**config.mk**
```make
export PLATFORM = sky130hd
export DESIGN_NAME = periph_top
export DESIGN_NICKNAME = d
export VERILOG_FILES = /design/src/source/periph_pkg.sv /design/src/source/periph_top.sv /design/src/source/machine_timer.sv /design/src/source/pwm_channels.sv /design/src/source/pwm_regs.sv /design/src/source/gpio_regs.sv /design/src/source/apb_decoder.sv
export SDC_FILE = /design/constraint.sdc
export NUM_CORES = 1
export LEC_CHECK = 0
export BUFFER_PORTS_ARGS = -buffer_cell sky130_fd_sc_hd__buf_4
export CAP_MARGIN = 20
export CORE_MARGIN = 2
export CORE_UTILIZATION = 59
export DETAILED_ROUTE_END_ITERATION = 10
export GPL_TIMING_DRIVEN = 0
export HOLD_SLACK_MARGIN = 0.08
export PLACE_DENSITY = 0.8
export SLEW_MARGIN = 10
export SYNTH_ARGS = -nofsm -noshare
export SYNTH_HDL_FRONTEND = slang
export SYNTH_SLANG_ARGS = --single-unit
```
**constraint.sdc**
```tcl
create_clock -name clk_sys_i -period 3.9 [get_ports clk_sys_i]
set_input_delay 0.78 -clock clk_sys_i [delete_from_list [all_inputs] [get_ports clk_sys_i]]
set_output_delay 0.78 -clock clk_sys_i [all_outputs]
set_load 0.01 [all_outputs]
```
**src/source/periph_pkg.sv**
```systemverilog
////////////////////////////////////////////////////////////////////////////
// Peripheral subsystem definitions
// APB widths, region map and register offsets shared by the blocks
////////////////////////////////////////////////////////////////////////////

`default_nettype none

package periph_pkg;

  // APB bus widths
  localparam int unsigned ApbAddrWidth = 16;
  localparam int unsigned ApbDataWidth = 32;

  typedef logic [ApbAddrWidth-1:0] apb_addr_t;  // Byte address
  typedef logic [ApbDataWidth-1:0] apb_data_t;

  ////////////////////////////////////////////////////////////////////////////
  // Address map
  ////////////////////////////////////////////////////////////////////////////

  // One 4 KiB region per peripheral
  typedef enum logic [1:0] {
    RegionGpio  = 2'd0,
    RegionPwm   = 2'd1,
    RegionTimer = 2'd2,
    RegionNone  = 2'd3   // Unmapped, answers with an error
  } region_e;

  localparam int unsigned RegionMsb   = 13;
  localparam int unsigned RegionLsb   = 12;
  localparam int unsigned RegOfsLsb   = 2;                       // Word registers
  localparam int unsigned RegOfsWidth = RegionLsb - RegOfsLsb;   // Word offset bits

  // GPIO registers
  localparam apb_addr_t GpioOutOfs = 16'h0000;  // Read/write
  localparam apb_addr_t GpioInOfs  = 16'h0004;  // Read only

  // PWM registers, channel n adds 8 times n
  localparam apb_addr_t PwmDutyOfs   = 16'h0000;
  localparam apb_addr_t PwmPeriodOfs = 16'h0004;

  // Timer registers
  localparam apb_addr_t TimerCtrlOfs = 16'h0000;  // Bit 0 enables counting
  localparam apb_addr_t TimerTimeOfs = 16'h0004;  // mtime
  localparam apb_addr_t TimerCmpOfs  = 16'h0008;  // mtimecmp

endpackage

`default_nettype wire
```
**src/source/periph_top.sv**
```systemverilog
////////////////////////////////////////////////////////////////////////////
// Peripheral subsystem top level
// APB port to GPIO, PWM and machine timer through the region decoder
////////////////////////////////////////////////////////////////////////////

`timescale 1ns/1ps
`default_nettype none

module periph_top #(
  parameter int unsigned GpiWidth   = 13,
  parameter int unsigned GpoWidth   = 24,
  parameter int unsigned PwmWidth   = 4,
  parameter int unsigned PwmCtrSize = 8
) (
  input  logic                  clk_sys_i,
  input  logic                  rst_sys_ni,

  // APB host port
  input  periph_pkg::apb_addr_t paddr_i,
  input  logic                  psel_i,
  input  logic                  penable_i,
  input  logic                  pwrite_i,
  input  periph_pkg::apb_data_t pwdata_i,
  output periph_pkg::apb_data_t prdata_o,
  output logic                  pready_o,
  output logic                  pslverr_o,

  // Pins
  input  logic [GpiWidth-1:0]   gpi_i,
  output logic [GpoWidth-1:0]   gpo_o,
  output logic [PwmWidth-1:0]   pwm_o,
  output logic                  timer_irq_o
);

  logic                  gpio_sel;
  logic                  pwm_sel;
  logic                  timer_sel;
  periph_pkg::apb_data_t gpio_rdata;
  periph_pkg::apb_data_t pwm_rdata;
  periph_pkg::apb_data_t timer_rdata;
  logic [PwmCtrSize-1:0] pwm_duty   [PwmWidth];  // Register block to counters
  logic [PwmCtrSize-1:0] pwm_period [PwmWidth];

  apb_decoder u_apb_decoder (
    .clk_sys_i     (clk_sys_i),
    .rst_sys_ni    (rst_sys_ni),
    .paddr_i       (paddr_i),
    .psel_i        (psel_i),
    .penable_i     (penable_i),
    .gpio_rdata_i  (gpio_rdata),
    .pwm_rdata_i   (pwm_rdata),
    .timer_rdata_i (timer_rdata),
    .gpio_sel_o    (gpio_sel),
    .pwm_sel_o     (pwm_sel),
    .timer_sel_o   (timer_sel),
    .prdata_o      (prdata_o),
    .pready_o      (pready_o),
    .pslverr_o     (pslverr_o)
  );

  gpio_regs #(
    .GpiWidth ( GpiWidth ),
    .GpoWidth ( GpoWidth )
  ) u_gpio_regs (
    .clk_sys_i  (clk_sys_i),
    .rst_sys_ni (rst_sys_ni),
    .sel_i      (gpio_sel),
    .penable_i  (penable_i),
    .pwrite_i   (pwrite_i),
    .paddr_i    (paddr_i),
    .pwdata_i   (pwdata_i),
    .gpi_i      (gpi_i),
    .prdata_o   (gpio_rdata),
    .gpo_o      (gpo_o)
  );

  pwm_regs #(
    .PwmWidth   ( PwmWidth   ),
    .PwmCtrSize ( PwmCtrSize )
  ) u_pwm_regs (
    .clk_sys_i  (clk_sys_i),
    .rst_sys_ni (rst_sys_ni),
    .sel_i      (pwm_sel),
    .penable_i  (penable_i),
    .pwrite_i   (pwrite_i),
    .paddr_i    (paddr_i),
    .pwdata_i   (pwdata_i),
    .prdata_o   (pwm_rdata),
    .duty_o     (pwm_duty),
    .period_o   (pwm_period)
  );

  pwm_channels #(
    .PwmWidth   ( PwmWidth   ),
    .PwmCtrSize ( PwmCtrSize )
  ) u_pwm_channels (
    .clk_sys_i  (clk_sys_i),
    .rst_sys_ni (rst_sys_ni),
    .duty_i     (pwm_duty),
    .period_i   (pwm_period),
    .pwm_o      (pwm_o)
  );

  machine_timer u_machine_timer (
    .clk_sys_i   (clk_sys_i),
    .rst_sys_ni  (rst_sys_ni),
    .sel_i       (timer_sel),
    .penable_i   (penable_i),
    .pwrite_i    (pwrite_i),
    .paddr_i     (paddr_i),
    .pwdata_i    (pwdata_i),
    .prdata_o    (timer_rdata),
    .timer_irq_o (timer_irq_o)
  );

endmodule

`default_nettype wire

```
**src/source/machine_timer.sv**
```systemverilog
////////////////////////////////////////////////////////////////////////////
// Machine timer
// mtime counter with mtimecmp compare and a registered interrupt
////////////////////////////////////////////////////////////////////////////

`timescale 1ns/1ps
`default_nettype none

module machine_timer (
  input  logic                  clk_sys_i,
  input  logic                  rst_sys_ni,
  input  logic                  sel_i,
  input  logic                  penable_i,
  input  logic                  pwrite_i,
  input  periph_pkg::apb_addr_t paddr_i,
  input  periph_pkg::apb_data_t pwdata_i,
  output periph_pkg::apb_data_t prdata_o,
  output logic                  timer_irq_o
);

  localparam logic [periph_pkg::RegOfsWidth-1:0] CtrlWord =
      periph_pkg::TimerCtrlOfs[periph_pkg::RegionLsb-1:periph_pkg::RegOfsLsb];
  localparam logic [periph_pkg::RegOfsWidth-1:0] TimeWord =
      periph_pkg::TimerTimeOfs[periph_pkg::RegionLsb-1:periph_pkg::RegOfsLsb];
  localparam logic [periph_pkg::RegOfsWidth-1:0] CmpWord =
      periph_pkg::TimerCmpOfs[periph_pkg::RegionLsb-1:periph_pkg::RegOfsLsb];

  logic [periph_pkg::RegOfsWidth-1:0] word_ofs;
  logic                               wr_en;
  logic                               enable_q;    // Ctrl bit 0
  periph_pkg::apb_data_t              mtime_q;
  periph_pkg::apb_data_t              mtimecmp_q;
  logic                               cmp_hit;
  logic                               irq_q;

  assign word_ofs = paddr_i[periph_pkg::RegionLsb-1:periph_pkg::RegOfsLsb];
  assign wr_en    = sel_i & penable_i & pwrite_i;

  always_ff @(posedge clk_sys_i or negedge rst_sys_ni) begin
    if (!rst_sys_ni) begin
      enable_q   <= 1'b0;
      mtimecmp_q <= '1;     // Far future, no interrupt out of reset
    end else if (wr_en) begin
      if (word_ofs == CtrlWord) enable_q   <= pwdata_i[0];
      if (word_ofs == CmpWord)  mtimecmp_q <= pwdata_i;
    end
  end

  // A host write wins over the increment
  always_ff @(posedge clk_sys_i or negedge rst_sys_ni) begin
    if (!rst_sys_ni) begin
      mtime_q <= '0;
    end else if (wr_en && (word_ofs == TimeWord)) begin
      mtime_q <= pwdata_i;
    end else if (enable_q) begin
      mtime_q <= mtime_q + 1'b1;
    end
  end

  // Compare runs even while counting is stopped
  assign cmp_hit = (mtime_q >= mtimecmp_q);

  always_ff @(posedge clk_sys_i or negedge rst_sys_ni) begin
    if (!rst_sys_ni) begin
      irq_q <= 1'b0;
    end else begin
      irq_q <= cmp_hit;
    end
  end

  assign timer_irq_o = irq_q;

  always_comb begin
    prdata_o = '0;
    if (word_ofs == CtrlWord) prdata_o = periph_pkg::apb_data_t'(enable_q);
    if (word_ofs == TimeWord) prdata_o = mtime_q;
    if (word_ofs == CmpWord)  prdata_o = mtimecmp_q;
  end

endmodule

`default_nettype wire

```
**src/source/pwm_channels.sv**
```systemverilog
////////////////////////////////////////////////////////////////////////////
// PWM channel counters
// One wrapping counter and registered output per channel
////////////////////////////////////////////////////////////////////////////

`timescale 1ns/1ps
`default_nettype none

module pwm_channels #(
  parameter int unsigned PwmWidth   = 4,
  parameter int unsigned PwmCtrSize = 8
) (
  input  logic                  clk_sys_i,
  input  logic                  rst_sys_ni,
  input  logic [PwmCtrSize-1:0] duty_i   [PwmWidth],
  input  logic [PwmCtrSize-1:0] period_i [PwmWidth],
  output logic [PwmWidth-1:0]   pwm_o
);

  for (genvar i = 0; i < PwmWidth; i++) begin : gen_chan
    logic [PwmCtrSize-1:0] ctr_q;
    logic                  pwm_q;

    // Counts 0 to period inclusive
    always_ff @(posedge clk_sys_i or negedge rst_sys_ni) begin
      if (!rst_sys_ni) begin
        ctr_q <= '0;
      end else if (ctr_q >= period_i[i]) begin  // Also catches a shrunk period
        ctr_q <= '0;
      end else begin
        ctr_q <= ctr_q + 1'b1;
      end
    end

    always_ff @(posedge clk_sys_i or negedge rst_sys_ni) begin
      if (!rst_sys_ni) begin
        pwm_q <= 1'b0;
      end else begin
        pwm_q <= (ctr_q < duty_i[i]);
      end
    end

    assign pwm_o[i] = pwm_q;

    // A count above the period only right after the period was lowered
    ctr_in_period_a : assert property (
      @(posedge clk_sys_i) disable iff (!rst_sys_ni)
      (ctr_q > period_i[i]) |-> (period_i[i] != $past(period_i[i]))
    );
  end

endmodule

`default_nettype wire

```
**src/source/pwm_regs.sv**
```systemverilog
////////////////////////////////////////////////////////////////////////////
// PWM configuration registers
// Duty and period per channel, written and read back over APB
////////////////////////////////////////////////////////////////////////////

`timescale 1ns/1ps
`default_nettype none

module pwm_regs #(
  parameter int unsigned PwmWidth   = 4,
  parameter int unsigned PwmCtrSize = 8
) (
  input  logic                  clk_sys_i,
  input  logic                  rst_sys_ni,
  input  logic                  sel_i,
  input  logic                  penable_i,
  input  logic                  pwrite_i,
  input  periph_pkg::apb_addr_t paddr_i,
  input  periph_pkg::apb_data_t pwdata_i,
  output periph_pkg::apb_data_t prdata_o,
  output logic [PwmCtrSize-1:0] duty_o   [PwmWidth],
  output logic [PwmCtrSize-1:0] period_o [PwmWidth]
);

  localparam int unsigned ChanIdxW = periph_pkg::RegOfsWidth - 1;  // Word offset over two

  logic [periph_pkg::RegOfsWidth-1:0] word_ofs;
  logic [ChanIdxW-1:0]                chan_idx;
  logic [PwmWidth-1:0]                chan_hit;
  logic                               is_duty;
  logic                               is_period;
  logic                               wr_en;

  assign word_ofs  = paddr_i[periph_pkg::RegionLsb-1:periph_pkg::RegOfsLsb];
  assign chan_idx  = word_ofs[periph_pkg::RegOfsWidth-1:1];
  assign is_duty   = (word_ofs[0] == periph_pkg::PwmDutyOfs[periph_pkg::RegOfsLsb]);
  assign is_period = (word_ofs[0] == periph_pkg::PwmPeriodOfs[periph_pkg::RegOfsLsb]);
  assign wr_en     = sel_i & penable_i & pwrite_i;

  for (genvar i = 0; i < PwmWidth; i++) begin : gen_chan
    localparam logic [ChanIdxW-1:0] ChanIdx = ChanIdxW'(i);

    logic [PwmCtrSize-1:0] duty_q;
    logic [PwmCtrSize-1:0] period_q;

    assign chan_hit[i] = (chan_idx == ChanIdx);

    always_ff @(posedge clk_sys_i or negedge rst_sys_ni) begin
      if (!rst_sys_ni) begin
        duty_q   <= '0;
        period_q <= '0;
      end else if (wr_en && chan_hit[i]) begin
        if (is_duty)   duty_q   <= pwdata_i[PwmCtrSize-1:0];  // Upper bits dropped
        if (is_period) period_q <= pwdata_i[PwmCtrSize-1:0];
      end
    end

    assign duty_o[i]   = duty_q;
    assign period_o[i] = period_q;
  end

  // Offsets past the last channel read zero
  always_comb begin
    prdata_o = '0;
    for (int i = 0; i < PwmWidth; i++) begin
      if (chan_hit[i] && is_duty)   prdata_o = periph_pkg::apb_data_t'(duty_o[i]);
      if (chan_hit[i] && is_period) prdata_o = periph_pkg::apb_data_t'(period_o[i]);
    end
  end

endmodule

`default_nettype wire

```
**src/source/gpio_regs.sv**
```systemverilog
////////////////////////////////////////////////////////////////////////////
// GPIO registers
// Output register and synchronized inputs, both readable over APB
////////////////////////////////////////////////////////////////////////////

`timescale 1ns/1ps
`default_nettype none

module gpio_regs #(
  parameter int unsigned GpiWidth = 13,
  parameter int unsigned GpoWidth = 24
) (
  input  logic                  clk_sys_i,
  input  logic                  rst_sys_ni,
  input  logic                  sel_i,
  input  logic                  penable_i,
  input  logic                  pwrite_i,
  input  periph_pkg::apb_addr_t paddr_i,
  input  periph_pkg::apb_data_t pwdata_i,
  input  logic [GpiWidth-1:0]   gpi_i,
  output periph_pkg::apb_data_t prdata_o,
  output logic [GpoWidth-1:0]   gpo_o
);

  localparam logic [periph_pkg::RegOfsWidth-1:0] OutWord =
      periph_pkg::GpioOutOfs[periph_pkg::RegionLsb-1:periph_pkg::RegOfsLsb];
  localparam logic [periph_pkg::RegOfsWidth-1:0] InWord =
      periph_pkg::GpioInOfs[periph_pkg::RegionLsb-1:periph_pkg::RegOfsLsb];

  logic [periph_pkg::RegOfsWidth-1:0] word_ofs;
  logic                               wr_en;
  logic [GpoWidth-1:0]                gpo_q;
  logic [GpiWidth-1:0]                gpi_meta_q;  // First sync stage
  logic [GpiWidth-1:0]                gpi_sync_q;

  assign word_ofs = paddr_i[periph_pkg::RegionLsb-1:periph_pkg::RegOfsLsb];
  assign wr_en    = sel_i & penable_i & pwrite_i;

  always_ff @(posedge clk_sys_i or negedge rst_sys_ni) begin
    if (!rst_sys_ni) begin
      gpo_q <= '0;
    end else if (wr_en && (word_ofs == OutWord)) begin
      gpo_q <= pwdata_i[GpoWidth-1:0];
    end
  end

  // Two flops against metastability on the pins
  always_ff @(posedge clk_sys_i or negedge rst_sys_ni) begin
    if (!rst_sys_ni) begin
      gpi_meta_q <= '0;
      gpi_sync_q <= '0;
    end else begin
      gpi_meta_q <= gpi_i;
      gpi_sync_q <= gpi_meta_q;
    end
  end

  always_comb begin
    prdata_o = '0;
    if (word_ofs == OutWord) prdata_o = periph_pkg::apb_data_t'(gpo_q);
    if (word_ofs == InWord)  prdata_o = periph_pkg::apb_data_t'(gpi_sync_q);
  end

  assign gpo_o = gpo_q;

endmodule

`default_nettype wire

```
**src/source/apb_decoder.sv**
```systemverilog
////////////////////////////////////////////////////////////////////////////
// APB region decoder
// Routes the host select to one peripheral and merges the responses
////////////////////////////////////////////////////////////////////////////

`timescale 1ns/1ps
`default_nettype none

module apb_decoder (
  input  logic                  clk_sys_i,
  input  logic                  rst_sys_ni,
  input  periph_pkg::apb_addr_t paddr_i,
  input  logic                  psel_i,
  input  logic                  penable_i,
  input  periph_pkg::apb_data_t gpio_rdata_i,
  input  periph_pkg::apb_data_t pwm_rdata_i,
  input  periph_pkg::apb_data_t timer_rdata_i,
  output logic                  gpio_sel_o,
  output logic                  pwm_sel_o,
  output logic                  timer_sel_o,
  output periph_pkg::apb_data_t prdata_o,
  output logic                  pready_o,
  output logic                  pslverr_o
);

  periph_pkg::region_e region;
  logic                access;   // Second cycle of a transfer

  assign region = periph_pkg::region_e'(paddr_i[periph_pkg::RegionMsb:periph_pkg::RegionLsb]);
  assign access = psel_i & penable_i;

  // One select per peripheral
  assign gpio_sel_o  = psel_i & (region == periph_pkg::RegionGpio);
  assign pwm_sel_o   = psel_i & (region == periph_pkg::RegionPwm);
  assign timer_sel_o = psel_i & (region == periph_pkg::RegionTimer);

  // No wait states
  assign pready_o  = access;
  assign pslverr_o = access & (region == periph_pkg::RegionNone);

  always_comb begin
    unique case (region)
      periph_pkg::RegionGpio:  prdata_o = gpio_rdata_i;
      periph_pkg::RegionPwm:   prdata_o = pwm_rdata_i;
      periph_pkg::RegionTimer: prdata_o = timer_rdata_i;
      default:                 prdata_o = '0;  // Unmapped reads zero
    endcase
  end

  ////////////////////////////////////////////////////////////////////////////
  // Assertions
  ////////////////////////////////////////////////////////////////////////////

  // Access phase only after a setup phase of the same transfer
  enable_after_setup_a : assert property (
    @(posedge clk_sys_i) disable iff (!rst_sys_ni)
    $rose(penable_i) |-> (psel_i && $past(psel_i))
  );

endmodule

`default_nettype wire

```
Word-level counts from Yosys, hierarchy flattened --
Index checks and enable logic that the tools add are counted.
Storage, ports and cells: flip-flop bits (word level) 216, input port bits 66, output and inout bits 63, word-level logic and storage cells 105
Cells by class: add/sub/neg operators 5, order comparisons 9, equal/unequal tests 8, mux-type cells 20, bitwise operators 12, reductions and logical operators 28
Operators with widths (count):
- $mux 32 | 5
- $mux 8 | 12
- $pmux 32 s3 | 1
- $add 32x1->32 const B | 1
- $add 8x1->8 const B | 4
- $ge 32x32->1 | 1
- $ge 8x8->1 | 4
- $lt 8x8->1 | 4
- $mux 24 | 1
- $reduce_and 2->1 | 10
- $eq 9x2->1 const B | 2
- $logic_and 1x1->1 | 14
- $and 1x1->1 | 11
- $eq 10x1->1 const B | 1
- $eq 10x2->1 const B | 1
- $logic_not 10->1 | 1
- $eq 9x1->1 const B | 1
- $logic_not 9->1 | 1
- $eq 2x2->1 const B | 2
- $eq 2x1->1 const B | 1
- $logic_not 2->1 | 1
- $reduce_bool 2->1 | 1
- $mux 1 | 1
- $not 1->1 | 1

Longest topological paths before layout --
Gate-level depths: netlist of the first run.
depth in word-level cells 11, gate-level depth with buffers 9

Hierarchy --
Synthesis of the first run repeated with hierarchy kept, for this count alone.
Unflattened totals: cells, all modules 1218, area, all modules 13573.0 µm²
By module, submodules not included:
- machine_timer | times used 1, cells an instance 443, area each 4310.4 µm²
- pwm_regs | times used 1, cells an instance 239, area each 3492.1 µm²
- pwm_channels | times used 1, cells an instance 322, area each 2991.6 µm²
- gpio_regs | times used 1, cells an instance 132, area each 2013.2 µm²
- apb_decoder | times used 1, cells an instance 82, area each 765.7 µm²

Worst setup path before layout of the first run --
Ideal clock, no wire load.
path kind input port to output port, start point input port paddr_i[8], end point output port prdata_o[19], data arrival time 2.794 ns, data required time 3.120 ns, path slack 0.326 ns, stages 7, path through or4_4 > or3_1 > buf_2 > nor4b_4 > clkbuf_1 > a22oi_1 > a21oi_1
Between the ends: cells in the longest elaborated chain, start to end 4, elaborated cells on any way between the ends 8, classes of those cells eq/ne: 2; mux: 5; reduce/logical: 1
RTL lines:
- start: declaration | line periph_top.sv:19 | input periph_pkg::apb_addr_t paddr_i,
- $eq 10x1->1 / $logic_not 10->1 (equally long branches) | line machine_timer.sv:76, gpio_regs.sv:61, gpio_regs.sv:60
- $mux 32 / $mux 24 (equally long branches) | line machine_timer.sv:76, gpio_regs.sv:60
- $mux 32, on equally long branches | line machine_timer.sv:77, gpio_regs.sv:61
- $pmux 32 s3 (*) | line apb_decoder.sv:42 | unique case (region)
- end: declaration | line periph_top.sv:24 | output periph_pkg::apb_data_t prdata_o,
Mark *: on every way between the ends. The rest lies on a longest branch, timed or not.

Final worst setup path of the first run --
start point input port paddr_i[8], end point output port prdata_o[22]
Same word-level chain as after synthesis.

==> impl_metrics.toml, run 1 <==
[setup_path]
cp_max_fo = 5
timing.rr.start = "u_machine_timer.enable_q"
ff2ff_path_depth = 7
endpoint_kind = "output pin"
path_class = "primary input to output pin"
max_stage_delay_ns = 0.54
crit_arrival_ns = 3.03
crit_required_ns = 3.12
crit_chain = "buf_4 > or4_4 > or3_4 > nor4b_4 > buf_6 > clkbuf_8 > buf_4 > a22oi_1 > a21oi_1 > buf_4"
r2r_slack_ns = 1.26
critPathSlowestCell = "or4_4"
crit_top_cell = "buf_4"
cp-start-kind = "primary input"
r2r-end = "u_machine_timer.mtime_q[26]"

[sta]
tns_ns = 0
skew_ns = 0.008045
period_share = 0.9781
fmax_mhz = 262.2
tightest_slew_ns = 0.9171
finalSetupViolations = 0
period_needed_ns = 3.815
final_hold_viol_count = 0
max_slew_margin = 0.3830
slew_viol_final = 0

[pwr]
power_density_nw_per_um2 = 355.7
power_leakage_nw = 6.321
ir_drop_v = 0.0003385

[synth]
yosysTopAreaCell = "dfrtp_1"
synth_edf_count = 0
netlist_area_um2 = 11850
ys_warn_count = 0
ys_seq_elements = 216
syn_avg_cell_area_um2 = 10.84
synth_seq_area_share = 0.4594
synth_top_area_frac = 0.3884
synth.most_common_cell = "dfrtp_1"
ys.flop_type = "dfrtp_1"
syn_nets = 1257
synthDistinctLibCells = 47
async_flop_share = 1.000
synthCells = 1094
yosys-top-cells-area = "dfrtp_1, ha_1, mux2_2"
synthTopCellsByCount = "dfrtp_1, ha_1, inv_1"

[placed_design]
hpwl_um = 20790
place.gp.congestion = 0.9236
placed_cell_area_um2 = 13140
io_buffers = 123

[final_layout]
nets = 1414
stdcell_area_um2 = 14150
n_antenna_cell = 0
fillers = 1392
drive_gt1_frac = 0.2671
area_delta_synth_final_pct = 19.41

[cts]
clock_latency_ns = 0.52
cts_buffers = 24
cts_sinks = 216
cts_tree = "done"
htree_levels = 1
clkTransAtPathRegs_ns = 0.06
clockBufferDepth = 3
holdBufCountCts = 0
cts_root_buf = "clkbuf_16"

[flow_run]
drv_cap = 0

[grt]
grt_pass1_wl_um = 47600
grt_max_degree = 113
grt_usage = 0.2780
grt-ovfl-total = 0
antenna_found_initial = 0
grt_pass1_vias = 9233

[drt]
drc = 0
drt_first_iter_violations = 795
postRouteAntennaNets = 0
vias_per_cell = 5.920
wl_per_cell_um = 19.10
vias = 9081
drt_wl_total_um = 29310
drt_pass1_iterations = 8

[floorplan]
start_util = 0.6051
die_h_um = 145.7
dieArea_um2 = 21240
fp-row-count = 51
io-pin-count = 129
coreArea_um2 = 19590
die_w_um = 145.7

[hold_path]
worstHoldPathType = "primary input to asynchronous set/reset pin"

[status]
status = "finished, final reports clean"
-- state kept, by name (all words and copies together) (netlist names) --
name and flops:
u_machine_timer.mtime_q 32, u_machine_timer.mtimecmp_q 32, u_pwm_channels.gen_chan.ctr_q 32, u_pwm_regs.gen_chan.duty_q 32
u_pwm_regs.gen_chan.period_q 32, u_gpio_regs.gpo_o 24, u_gpio_regs.gpi_meta_q 13, u_gpio_regs.gpi_sync_q 13
u_pwm_channels.gen_chan.pwm_q 4, u_machine_timer.enable_q 1, u_machine_timer.timer_irq_o 1
-- area by class of cell --
| cell class | count | area, µm² | area share |
|---|---|---|---|
| Timing Repair Buffer | 132 | 1032 | 0.07293 |
| Sequential cell | 216 | 5445 | 0.3847 |
| Clock inverter | 13 | 206.4 | 0.01459 |
| Tap cell | 265 | 331.6 | 0.02342 |
| Clock buffer | 31 | 678.2 | 0.04791 |
| Multi-Input combinational cell | 730 | 5852 | 0.4134 |
| Buffer | 51 | 249.0 | 0.01759 |
| Inverter | 96 | 360.3 | 0.02546 |
-- worst max-delay path: cells and delay by family --
| kind | cells | cell delay (ns) |
|---|---|---|
| AND/OR/NAND/NOR | 3 | 1.28 |
| buffers and inverters | 5 | 0.71 |
| AO/OA/AOI/OAI | 2 | 0.27 |
-- metal layers --
metal / wire [µm] / up-vias / track usage
met5: 0 / - / 0
met4: 944 / 0 / 0.09755
met3: 2434 / 66 / 0.05141
met2: 14310 / 368 / 0.4672
met1: 11620 / 4471 / 0.3643
li1: - / 4176 / -
-- report_power, final --
part	total (mW)	internal, mW	switching [mW]
logic	0.244	0.0933	0.151
registers	2.29	2.27	0.0220
clock network	2.50	1.57	0.934
total	5.03	3.93	1.11
-- cells in the final DEF (no fill, tap or decap), types with 7 or more instances in the layout --
master / n
nand2b_1: 13
xnor2_1: 18
ha_1: 97
a21oi_1: 49
a22oi_1: 44
nand2_1: 39
xor2_1: 37
nand3_1: 39
mux4_2: 16
buf_4: 132
a221oi_1: 7
o21ai_0: 48
dfstp_2: 32
mux2_2: 95
inv_1: 96
mux2_1: 20
dfrtp_1: 184
clkbuf_1: 33
nand4_1: 11
nor2_1: 93
nor3_1: 14
a21o_1: 12
clkbuf_16: 25
and3_1: 18
-- through the flow --
step           hold slack [ns]  std cells  setup WS (ns)  total power, mW    util
6_report                0.3343       1534        0.08543            5.034  0.7226
5_1_grt                 0.3531       1534      -0.008139            5.191  0.7226
4_1_cts                 0.3536       1533        0.02122            5.060  0.7217
3_5_place_dp            0.3373       1483        -0.6851            2.569  0.6709
3_3_place_gp            0.3315       1482        -0.6717            2.558  0.6692
2_1_floorplan           0.3312       1094         0.3258            2.419       -
-- kinds of logic after synthesis --
group | synth area share
multiplexers | 0.1405
buffers and inverters | 0.05003
XOR/XNOR | 0.04064
AO/OA/AOI/OAI | 0.1035
flip-flops | 0.4594
AND/OR/NAND/NOR | 0.1035
adder cells (fa/ha/maj) | 0.1024
-- how the worst max path moves through the flow --
stage | from | end | slack [ns] | cells past startpoint
2_1_floorplan | paddr_i[8] | prdata_o[19] | 0.33 | 7
3_3_place_gp | paddr_i[8] | prdata_o[7] | -0.67 | 9
3_5_place_dp | paddr_i[8] | prdata_o[7] | -0.69 | 9
4_1_cts | paddr_i[8] | prdata_o[7] | 0.02 | 10
5_1_grt | paddr_i[12] | prdata_o[5] | -0.008 | 7
6_report | paddr_i[8] | prdata_o[22] | 0.09 | 10
-- timing repair --
action / CTS / global route
gates resized for setup: 19 / 4
endpoints found under the hold margin: 0 / 0
buffers inserted: 5 / 1
endpoints found under the setup margin: 32 / 21
pin swaps: 1 / 3
gates cloned: 1 / 0
(Power assumes the default switching activity.)
==> run 2: changes to the inputs <==
Settings changed: SLEW_MARGIN 10 to 0.
Clock period 3.9 ns to 3.75 ns, I/O delays scaled along.
==> impl_metrics.toml, run 2 (synthesis gave the netlist of run 1 again) <==
[status]
status = "finished, final reports clean"

[floorplan]
die_w_um = 145.7
start_util = 0.6051
io-pin-count = 129
coreArea_um2 = 19590
die_h_um = 145.7
dieArea_um2 = 21240
fp-row-count = 51

[placed_design]
dpl_worst_slack_ns = -0.7751
place.gp.congestion = 0.9236
io_buffers = 123
hpwl_um = 20790

[pwr]
power_density_nw_per_um2 = 368.6
switching_share = 0.2210
p_comb_frac = 0.049
internal-power_mw = 4.085
power_leakage_nw = 6.340
seq_power_share = 0.454
power_switching_mw = 1.158
ir_drop_v = 0.0003515
p_clk_frac = 0.497

[setup_path]
cp-start-kind = "primary input"
crit_required_ns = 3.00
crit_chain = "buf_6 > or4_4 > or3_4 > nor4b_4 > buf_6 > clkbuf_16 > a221oi_2 > o21ai_1 > buf_4"
path_class = "primary input to output pin"
crit_top_cell = "buf_6"
cp_max_fo = 5
crit_arrival_ns = 2.95
r2r-end = "u_machine_timer.mtime_q[26]"
endpoint_kind = "output pin"
critPathSlowestCell = "or4_4"
r2r_slack_ns = 1.08
max_stage_delay_ns = 0.54
timing.rr.start = "u_machine_timer.enable_q"
ff2ff_path_depth = 7

[sta]
tightest_slew_ns = 0.9276
slew_viol_final = 0
skew_ns = 0.009635
fin_ws_ns = 0.05257
finalSetupViolations = 0
final_hold_viol_count = 0
hold_ws_ns = 0.2962
max_slew_margin = 0.3759
rsz0062_at_grt = "true"
period_share = 0.9860
period_needed_ns = 3.697
fmax_mhz = 270.5

[drt]
vias = 9153
drt_first_iter_violations = 676
wl_per_cell_um = 19.31
vias_per_cell = 5.967
drt_wl_total_um = 29620
drc = 0
drt_pass1_iterations = 5
postRouteAntennaNets = 0

[grt]
grt-ovfl-total = 0
grt_usage = 0.2809
grt_pass1_wl_um = 48070
grt_max_degree = 113
antenna_found_initial = 0
grt_pass1_vias = 9322

[final_layout]
mostFrequentLayoutCells = "dfrtp_1, buf_4, ha_1, inv_1, mux2_2"
final_common_cell = "dfrtp_1"
area_delta_synth_final_pct = 19.99
n_antenna_cell = 0
nets = 1414
drive_gt1_frac = 0.2734

[cts]
htree_levels = 1
clkTransAtPathRegs_ns = 0.05
clock_latency_ns = 0.52
cts_root_buf = "clkbuf_16"
clockBufferDepth = 3
cts_tree = "done"
cts_sinks = 216
holdBufCountCts = 0
cts_buffers = 24

[hold_path]
worstHoldPathType = "primary input to asynchronous set/reset pin"

[flow_run]
drv_cap = 0
==> run 2: routing by layer <==
layer,track usage,part of all wire,vias up
met1,0.3633,0.40,4533
met4,0.1059,0.034,0
met2,0.4731,0.49,361
li1,-,-,4185
met3,0.05329,0.078,74
met5,0,0,-
==> run 2: repair_timing <==
action | CTS | global route
buffers inserted | 6 | 0
pin swaps | 5 | 5
gates resized for setup | 35 | 8
endpoints found under the setup margin | 32 | 32
cloned | 1 | 0
==> run 2: worst max path at each step <==
| stage | from | to | cells after the start |
|---|---|---|---|
| floorplan | paddr_i[8] | prdata_o[19] | 7 |
| global placement | paddr_i[8] | prdata_o[7] | 9 |
| detailed placement | paddr_i[8] | prdata_o[7] | 9 |
| CTS | paddr_i[11] | prdata_o[22] | 11 |
| global route | paddr_i[11] | prdata_o[10] | 9 |
| finish | paddr_i[11] | prdata_o[7] | 9 |
==> run 2: worst max-delay path: cells and delay by family <==
family / cells / cell delay (ns)
compound gates: 2 / 0.31
buf+inv: 4 / 0.62
simple gates: 3 / 1.26
==> run 2: cell type report <==
class	count	area (µm²)
fill	1371	5366
clock buffer	31	678.2
sequential	216	5445
timing repair buffer	132	1050
inverter	96	360.3
multi-input combinational	730	5887
buffer	51	265.3
tap	265	331.6
clock inverter	13	206.4
==> run 2: metrics by stage <==
step	power, mW	cells	setup TNS (ns)	cell area [µm²]	utilization
2_1_floorplan	2.516	1094	0	11850	-
3_3_place_gp	2.660	1482	-13.23	13110	0.6692
3_5_place_dp	2.672	1483	-14.08	13140	0.6709
4_1_cts	5.263	1534	-0.02800	14220	0.7257
5_1_grt	5.402	1534	-0.003292	14220	0.7261
6_report	5.243	1534	0	14220	0.7261
==> run 2: power by group through the flow <==
| stage | combinational (mW) | clock [mW] | sequential [mW] |
|---|---|---|---|
| final | 0.256 | 2.60 | 2.38 |
| after detailed placement | 0.250 | 0 | 2.42 |
| after CTS | 0.254 | 2.63 | 2.38 |
| after global placement | 0.240 | 0 | 2.42 |
| after floorplan | 0.101 | 0 | 2.41 |
| after global routing | 0.284 | 2.73 | 2.38 |
